[src/axi_lite_pkg.sv]
// AXI-Lite constants shared by the access unit and the SRAM slave.
// Single-beat transfers only, so there are no burst length or last fields.
// Only OKAY and SLVERR are ever returned.
package axi_lite_pkg;

	// bus widths
	localparam int addr_w = 32;
	localparam int data_w = 32;

	// response codes
	localparam logic [1:0] resp_okay   = 2'b00;
	localparam logic [1:0] resp_slverr = 2'b10;

	// transfer size, log2 of the byte count
	localparam logic [2:0] size_byte = 3'b000;
	localparam logic [2:0] size_half = 3'b001;
	localparam logic [2:0] size_word = 3'b010;

endpackage

[src/mem_op_pkg.sv]
// Memory operation encodings and the two stage payloads.
// The op coding matches the execute stage: 00 none, 01 load, 10 store.
// Stores reuse the load width codes: lb for sb, lh for sh, lw for sw.
package mem_op_pkg;

	typedef enum logic [1:0] {
		op_none  = 2'b00,
		op_load  = 2'b01,
		op_store = 2'b10
	} mem_op_t;

	typedef enum logic [2:0] {
		w_lb  = 3'd0,
		w_lbu = 3'd1,
		w_lh  = 3'd2,
		w_lhu = 3'd3,
		w_lw  = 3'd4
	} mem_width_t;

	// exception numbers for a bus error
	localparam logic [7:0] exc_load_fault  = 8'd5;
	localparam logic [7:0] exc_store_fault = 8'd7;

	// execute to memory, 116 bits
	typedef struct packed {
		mem_op_t    op;
		mem_width_t width;
		logic [31:0] addr;
		logic [31:0] store_data;
		logic [31:0] result;
		logic [4:0]  rd;
		logic        rd_we;
		logic        irq;
		logic [7:0]  irq_no;
	} ex_mem_t;

	// memory to write-back, 47 bits
	typedef struct packed {
		logic [4:0]  rd;
		logic        rd_we;
		logic [31:0] data;
		logic        irq;
		logic [7:0]  irq_no;
	} mem_wb_t;

endpackage

[src/mem_access_unit.sv]
// Memory stage controller and AXI-Lite master.
// Holds one item at a time and accepts only when idle.
// aw and w are raised together. Single-beat transfers only.
// A bus error turns the item into exception 5 (load) or 7 (store)
// and drops its register write.
module mem_access_unit import axi_lite_pkg::*, mem_op_pkg::*; (
	input  logic              clk,
	input  logic              reset,
	input  logic              in_valid,
	output logic              in_ready,
	input  ex_mem_t           in_item,
	output logic              out_valid,
	input  logic              out_ready,
	output mem_wb_t           out_item,
	output logic [addr_w-1:0] araddr,
	output logic              arvalid,
	input  logic              arready,
	output logic [2:0]        arsize,
	input  logic [data_w-1:0] rdata,
	input  logic [1:0]        rresp,
	input  logic              rvalid,
	output logic              rready,
	output logic [addr_w-1:0] awaddr,
	output logic              awvalid,
	input  logic              awready,
	output logic [2:0]        awsize,
	output logic [data_w-1:0] wdata,
	output logic [3:0]        wstrb,
	output logic              wvalid,
	input  logic              wready,
	input  logic [1:0]        bresp,
	input  logic              bvalid,
	output logic              bready,
	output mem_width_t        al_width,
	output logic [1:0]        al_addr_lo,
	output logic [31:0]       al_store_data,
	input  logic [3:0]        al_wstrb,
	input  logic [31:0]       al_wdata,
	input  logic [31:0]       al_load_data
);

	typedef enum logic [2:0] {
		s_idle,
		s_issue,
		s_raddr,
		s_rdata,
		s_write,
		s_wresp,
		s_send
	} state_t;

	state_t  state;
	ex_mem_t item_q;
	mem_wb_t res_q;

	function automatic logic [2:0] size_of(mem_width_t w);
		case (w)
			w_lb, w_lbu: return size_byte;
			w_lh, w_lhu: return size_half;
			default:     return size_word;
		endcase
	endfunction

	assign in_ready  = (state == s_idle);
	assign out_valid = (state == s_send);
	assign out_item  = res_q;

	// aligner always sees the latched item
	assign al_width      = item_q.width;
	assign al_addr_lo    = item_q.addr[1:0];
	assign al_store_data = item_q.store_data;

	always_ff @(posedge clk) begin
		if (reset) begin
			state   <= s_idle;
			arvalid <= 1'b0;
			rready  <= 1'b0;
			awvalid <= 1'b0;
			wvalid  <= 1'b0;
			bready  <= 1'b0;
		end else begin
			case (state)
				s_idle: begin
					if (in_valid) begin
						item_q       <= in_item;
						// default result is a plain pass-through
						res_q.rd     <= in_item.rd;
						res_q.rd_we  <= in_item.rd_we;
						res_q.data   <= in_item.result;
						res_q.irq    <= in_item.irq;
						res_q.irq_no <= in_item.irq_no;
						if (in_item.op == op_load || in_item.op == op_store) begin
							state <= s_issue;
						end else begin
							state <= s_send;
						end
					end
				end
				s_issue: begin
					if (item_q.op == op_load) begin
						araddr  <= item_q.addr;
						arsize  <= size_of(item_q.width);
						arvalid <= 1'b1;
						state   <= s_raddr;
					end else begin
						awaddr  <= item_q.addr;
						awsize  <= size_of(item_q.width);
						wdata   <= al_wdata;
						wstrb   <= al_wstrb;
						awvalid <= 1'b1;
						wvalid  <= 1'b1;
						state   <= s_write;
					end
				end
				s_raddr: begin
					if (arready) begin
						arvalid <= 1'b0;
						rready  <= 1'b1;
						state   <= s_rdata;
					end
				end
				s_rdata: begin
					if (rvalid) begin
						rready <= 1'b0;
						if (rresp == resp_okay) begin
							res_q.data <= al_load_data;
						end else begin
							res_q.irq    <= 1'b1;
							res_q.irq_no <= exc_load_fault;
							res_q.rd_we  <= 1'b0;
						end
						state <= s_send;
					end
				end
				s_write: begin
					// aw and w may complete in different cycles
					if (awready) begin
						awvalid <= 1'b0;
					end
					if (wready) begin
						wvalid <= 1'b0;
					end
					if ((!awvalid || awready) && (!wvalid || wready)) begin
						bready <= 1'b1;
						state  <= s_wresp;
					end
				end
				s_wresp: begin
					if (bvalid) begin
						bready <= 1'b0;
						if (bresp != resp_okay) begin
							res_q.irq    <= 1'b1;
							res_q.irq_no <= exc_store_fault;
							res_q.rd_we  <= 1'b0;
						end
						state <= s_send;
					end
				end
				s_send: begin
					if (out_ready) begin
						state <= s_idle;
					end
				end
				default: begin
					state <= s_idle;
				end
			endcase
		end
	end

	// only one transaction is in flight
	a_one_dir: assert property (@(posedge clk) disable iff (reset)
		!(arvalid && awvalid));

	a_ar_hold: assert property (@(posedge clk) disable iff (reset)
		arvalid && !arready |=> arvalid);

endmodule

[config.mk]
export PLATFORM = sky130hd
export DESIGN_NAME = mem_access_unit
export DESIGN_NICKNAME = d
export VERILOG_FILES = /design/src/axi_lite_pkg.sv /design/src/mem_op_pkg.sv /design/src/mem_access_unit.sv
export SDC_FILE = /design/constraint.sdc
export NUM_CORES = 1
export LEC_CHECK = 0
export BUFFER_PORTS_ARGS = -buffer_cell sky130_fd_sc_hd__buf_2
export CAP_MARGIN = 5
export CORE_AREA = 2 2 166 168
export DETAILED_ROUTE_END_ITERATION = 10
export DIE_AREA = 0 0 168 170
export MAX_ROUTING_LAYER = met4
export SYNTH_ARGS = -nofsm -noshare
export SYNTH_HDL_FRONTEND = slang
export SYNTH_SLANG_ARGS = --single-unit
[constraint.sdc]
create_clock -name clk -period 6.8 [get_ports clk]
set_input_delay 0 -clock clk [delete_from_list [all_inputs] [get_ports clk]]
set_output_delay 0 -clock clk [all_outputs]
set_load 0.005 [all_outputs]
==> metrics, run 1 <==
status=completed; drt drc=0; Seq/Total Area, Yosys=0.8523; io pins=~430; power density over cell area=between 300 and 400 nW/um^2; leak pwr=0.005187 uW; TritonCTS Sinks=228; RSZ-0062 raised after global routing=no; Setup TNS=0 ps; Core Area=26650 sq um; CTS Buffer Depth=3; Die Span Y=170 um; Clock Latency Late Sink=approximately 520 ps; Hold Crit Class=in2reg; final hold vios=0; detailed placement HPWL=13.56 mm; Worst Setup End Kind=flop; fill count=2271; vias=5514; Post-CTS Repair Setup Buffers=0; met2 usage=0.2625; CTS tree=yes; vias in the first global route=5988; First DRT Iteration DRCs=256; Worst-path clk slew=about 60 ps; post-layout util=0.4812; final WL=21.40 mm; largest fanout on the critical path=36; initial antenna violation count=0; htree depth=1; Final period util=0.4563; Synth Area per Inst=20.41 sq um; grt met3 use=0.03442; Critical Path RT=6950 ps; number of synthesis warnings=0; Syn Inst Count=389; multi-input logic area=860.8 sq um; drt wl/cell=16.22 um; Max Slew Vio Count=0; grt met1 use=0.1584; Max-Cap Viols=0; largest net degree at the start of global routing=75; width of the chip=roughly 170 um; wire length of the first global-routing pass=31.58 mm; Mapped Area=7939 sq um; Tmin final=around 3100 ps; antenna-violating nets left=0; Sequential Area=approximately 6800 sq um; fin nets=1189; Worst-Margin Slew=1001 ps; Starting Density=0.2979; Die Footprint=28560 sq um; total track usage=0.1455; flop and latch count out of synthesis=228; P&R area growth vs syn=61.53%; drt first pass iters=4; layer with the highest usage=met2; Diodes inserted=0; routability congestion estimate=approximately 0.75; GR Overflow Total=0; share of post-route cells with drive strength above 1=0.4836; clock root buffer=clkbuf_16; vias per cell=~4.2; Clock Skew=7.417 ps; VDD IR max=0.1972 mV; Slew Limit Headroom=0.3324; Placement Rows=60; count of input and output buffers=roughly 390; Setup CP Type=reg2reg; Setup violations, final=0; CTS buffer count=25; Worst EP arrival=3260 ps; synth unique cells=34; startpoint class of the critical path=flop; Max Freq=322.3 MHz
-- metal layers --
| metal | up-vias | share of wire |
|---|---|---|
| met3 | 47 | 0.079 |
| met1 | 2618 | 0.37 |
| met2 | 259 | 0.52 |
| li1 | 2590 | - |
| met5 | - | 0 |
| met4 | 0 | 0.024 |
-- area by class of cell --
class,instances,share of cell area
Clock buffer,30,0.05025
Clock inverter,15,0.01249
Multi-Input combinational cell,110,0.06713
Timing Repair Buffer,592,0.3083
Inverter,3,0.0008781
Sequential cell,228,0.5277
Tap cell,341,0.03327
-- per-stage QoR --
| step | cell area, sq um | worst slack [ps] | total power (uW) | hold WS (ps) | instances |
|---|---|---|---|---|---|
| 3_3_place_gp | 10070 | 3687 | 2443 | 176.9 | 1079 |
| 5_1_grt | 12820 | 3435 | 4078 | 46.37 | 1319 |
| 2_1_floorplan | 7943 | 2319 | 2212 | 79.80 | 390 |
| 3_5_place_dp | 10070 | 3622 | 2458 | 178.1 | 1079 |
| 4_1_cts | 12820 | 3615 | 3935 | 11.17 | 1319 |
| 6_report | 12820 | 3698 | 3891 | 36.83 | 1319 |
-- logic make-up after synthesis --
| kind of cell | count (synthesis) | synth area share |
|---|---|---|
| buf+inv | 52 | 0.04350 |
| flops | 228 | 0.8523 |
| mux | 34 | 0.04791 |
| xor+xnor | 1 | 0.001103 |
| compound gates | 25 | 0.02017 |
| other cells | 1 | 0.0004724 |
| simple gates | 48 | 0.03452 |
-- critical path, stage by stage (launching register included) --
cell and delay, ps:
dfxtp_1 620, nand2b_1 190, or3b_1 520, nor2_4 790, buf_4 580
-- placed cells by master (no fill, tap or decap), types with 7 or more instances in the layout --
cell type and n:
a21oi_1 8, buf_2 391, clkbuf_16 25, dfxtp_1 8, dlygate4sd3_1 195, edfxtp_1 220
mux2_2 32, nor2_1 10, o21ai_0 7
-- timing repair --
item                                   4_1_cts  5_1_grt
hold buffers                               195        0
setup endpoints to repair                    0        0
endpoints found under the hold margin      160        0
resized for setup                            0        0
-- synth_stat cells --
cell	n	area, sq um
nor2b_1	6	37.54
or4_4	1	11.26
xor2_1	1	8.760
or3b_1	1	8.760
clkbuf_1	9	33.78
nor4_1	1	6.260
a311oi_1	1	8.760
a41o_1	1	10.01
nor2_1	11	41.29
and3_1	1	6.260
a211oi_1	2	15.01
o211ai_1	3	22.52
buf_4	40	300.3
inv_1	3	11.26
o21ai_0	7	35.03
a21oi_1	8	40.04
or4bb_1	1	11.26
a2bb2oi_1	1	8.760
nand3b_1	1	7.510
dfxtp_1	8	160.2
and2_1	6	37.54
and3b_1	1	8.760
edfxtp_1	220	6606
o21ai_1	1	5.000
nand3_1	1	5.000
nor3_1	4	20.02
nand4_1	1	6.260
mux2i_1	2	20.02
nand2b_1	5	31.28
conb_1	1	3.750
a2111oi_2	1	15.01
nand2_1	6	22.52
mux2_2	32	360.4
and3b_4	1	12.51
-- power by group --
group	internal, uW	leakage [uW]	total, uW	switching [uW]
clock	792	0.000394	1330	542
combinational	349	0.00272	688	339
sequential	1780	0.00207	1870	84.6
-- path summary, 6_finish.rpt --
path                         startpoint               endpoint  slack (ps)  cells past startpoint
setup / recovery  state[0]$_SDFFE_PP0P_   awaddr[24]$_DFFE_PP_        3700                      4
hold / removal                out_ready  state[1]$_SDFFE_PP0P_          40                      5
setup reg to reg  state[0]$_SDFFE_PP0P_   awaddr[24]$_DFFE_PP_        3700                      4
hold reg to reg    item_q[84]$_DFFE_PP_    araddr[5]$_DFFE_PP_         440                      0
-- flip-flops by register name (all words and copies together) (netlist names) --
signal         flops
item_q            32
wvalid             1
bready             1
wstrb              4
araddr            32
al_store_data     32
al_addr_lo         2
al_width           3
awvalid            1
out_item          47
arsize             2
rready             1
awsize             2
awaddr            32
state              3
arvalid            1
wdata             32
No activity file was read; power rests on OpenSTA's default activity.
==> inputs of run 2 (changes only) <==
--- a/config.mk
+++ b/config.mk
@@ -7,9 +7,9 @@
 export LEC_CHECK = 0
 export BUFFER_PORTS_ARGS = -buffer_cell sky130_fd_sc_hd__buf_2
 export CAP_MARGIN = 5
-export CORE_AREA = 2 2 166 168
+export CORE_AREA = 2 2 167 169
 export DETAILED_ROUTE_END_ITERATION = 10
-export DIE_AREA = 0 0 168 170
+export DIE_AREA = 0 0 169 171
 export MAX_ROUTING_LAYER = met4
 export SYNTH_ARGS = -nofsm -noshare
 export SYNTH_HDL_FRONTEND = slang
==> constraint.sdc (replaced) <==
create_clock -name clk -period 2.9 [get_ports clk]
set_input_delay 0 -clock clk [delete_from_list [all_inputs] [get_ports clk]]
set_output_delay 0 -clock clk [all_outputs]
set_load 0.005 [all_outputs]
==> metrics, run 2 (synthesis results as in run 1) <==
Die Footprint=slightly below 30000 sq um; GR Overflow Total=0; status=completed; antenna-violating nets left=0; io pins=426; First DRT Iteration DRCs=261; WHS=between 50 and 60 ps; Worst EP arrival=2920 ps; max reg flops=47; drt first pass iters=4; Reg2Reg Depth=4; P&R area growth vs syn=62.81%; routability congestion estimate=roughly 0.79; Worst Setup End Kind=flop; Diodes inserted=0; Final period util=0.9129; CTS Buffer Depth=3; Tmin final=2647 ps; Setup violations, final=0; worst r2r src=state[2]$_SDFFE_PP0P_; Min-Delay Path Depth=5; Max Freq=377.7 MHz; final hold vios=0; Worst-Margin Slew=691.5 ps; fin nets=1196; vias in the first global route=5802; RSZ-0062 raised after global routing=no; Hold Crit Class=in2reg; Clock Skew=about 17 ps; Slew Limit Headroom=0.5390; leak pwr=0.005230 uW; count of input and output buffers=391; WHS Endpoint=state[1]$_SDFFE_PP0P_; Post-Layout Cell Count=1331; Placement Rows=a little over 60; VDD IR max=0.5359 mV; drt wl/cell=16.38 um; placed insts=1093; CP peak stage delay=760 ps; worst path cell trace=nand3b_1 > buf_4 > mux2_2 > dlygate4sd3_1; power density over cell area=711.3 nW/um^2; wire length of the first global-routing pass=31.11 mm; Max-Cap Viols=0; most common cell after layout, fill and taps aside=buf_2; clock root buffer=clkbuf_16; Area after DPL=10170 sq um; CTS resizes=0; Core Area=between 20000 and 30000 sq um; initial antenna violation count=0; startpoint class of the critical path=flop; share of post-route cells with drive strength above 1=0.4893; total track usage=0.1432; Worst-path clk slew=60 ps; width of the chip=around 170 um; largest net degree at the start of global routing=50; Setup CP Type=reg2reg; CTS buffer count=25; drt drc=0; Critical Path RT=3170 ps; vias=5596; CTS tree=yes; total power=9193 uW; most frequent cells in the layout=buf_2, edfxtp_1, dlygate4sd3_1, mux2_2, clkbuf_16; r2r endpoint=out_item[32]$_DFFE_PP_; Starting Density=0.2905; final WL=21.80 mm; TritonCTS Sinks=228; largest fanout on the critical path=34; detailed placement HPWL=~14 mm; Min-Delay Startpoint=out_ready; Die Span Y=171 um; Post-CTS Repair Setup Buffers=0; vias per cell=4.204; Max Slew Vio Count=0; Design Area, Final=around 13000 sq um; htree depth=1; Clock Latency Late Sink=530 ps; r2r setup slk=250 ps; slowest cell on the critical path=dfxtp_1
==> run 2: cell types whose count changed in the layout (fill, tap and decap cells not counted) <==
cell	previous run	this run
buf_4	6	13
nor4_4	0	1
clkinv_2	5	4
dlygate4sd3_1	195	193
inv_16	0	1
buf_12	0	2
clkinvlp_4	1	2
nor4_2	1	0
clkinv_4	0	1
inv_6	3	1
==> run 2: per-stage QoR <==
stage	setup WS [ps]	utilization	setup TNS (ps)
global route	111.5	0.4730	0
CTS	280.3	0.4730	0
detailed placement	680.7	0.3724	0
floorplan	-185.9	-	-6320
finish	252.5	0.4730	0
global placement	674.4	0.3724	0
==> run 2: routing by layer <==
| metal | wire length [um] | share of wire | track usage | up-vias |
|---|---|---|---|---|
| li1 | - | - | - | 2615 |
| met1 | 8207 | 0.38 | 0.1545 | 2644 |
| met2 | 11460 | 0.53 | 0.2644 | 296 |
| met3 | 1612 | 0.074 | 0.02915 | 41 |
| met4 | 517 | 0.024 | 0.04571 | 0 |
| met5 | 0 | 0 | - | - |
==> run 2: critical path: cells and delay by family, from the launching register on <==
family | cells | cell delay (ps)
buffers and inverters | 2 | 980
DFF | 1 | 760
muxes | 1 | 400
and+or+nand+nor | 1 | 220
==> run 2: what timing repair did <==
item	in CTS	in global routing
hold buffers	193	0
hold endpoints to repair	160	0
endpoints found under the setup margin	0	0
==> run 2: how the worst max path moves through the flow <==
stage / startpoint / slack [ps] / depth (start not counted) / to
floorplan: state[2]$_SDFFE_PP0P_ / -190 / 3 / araddr[0]$_DFFE_PP_
global placement: state[2]$_SDFFE_PP0P_ / 670 / 3 / wdata[14]$_DFFE_PP_
detailed placement: state[2]$_SDFFE_PP0P_ / 680 / 3 / wdata[9]$_DFFE_PP_
CTS: state[2]$_SDFFE_PP0P_ / 280 / 4 / out_item[18]$_DFFE_PP_
global route: state[2]$_SDFFE_PP0P_ / 110 / 4 / out_item[32]$_DFFE_PP_
finish: state[2]$_SDFFE_PP0P_ / 250 / 4 / out_item[32]$_DFFE_PP_
==> run 2: cell type report <==
type	instances	area, sq um
Clock buffer	30	644.4
Clock inverter	15	173.9
Sequential cell	228	6766
Timing Repair Buffer	599	4026
Fill cell	2328	14400
Tap cell	346	432.9
Inverter	3	11.26
Multi-Input combinational cell	110	869.6
==> run 2: power breakdown <==
| group | total, uW | internal, uW | switching, uW |
|---|---|---|---|
| logic | 1710 | 863 | 851 |
| registers | 4340 | 4180 | 159 |
| clock network | 3140 | 1870 | 1270 |
| total | 9190 | 6910 | 2280 |
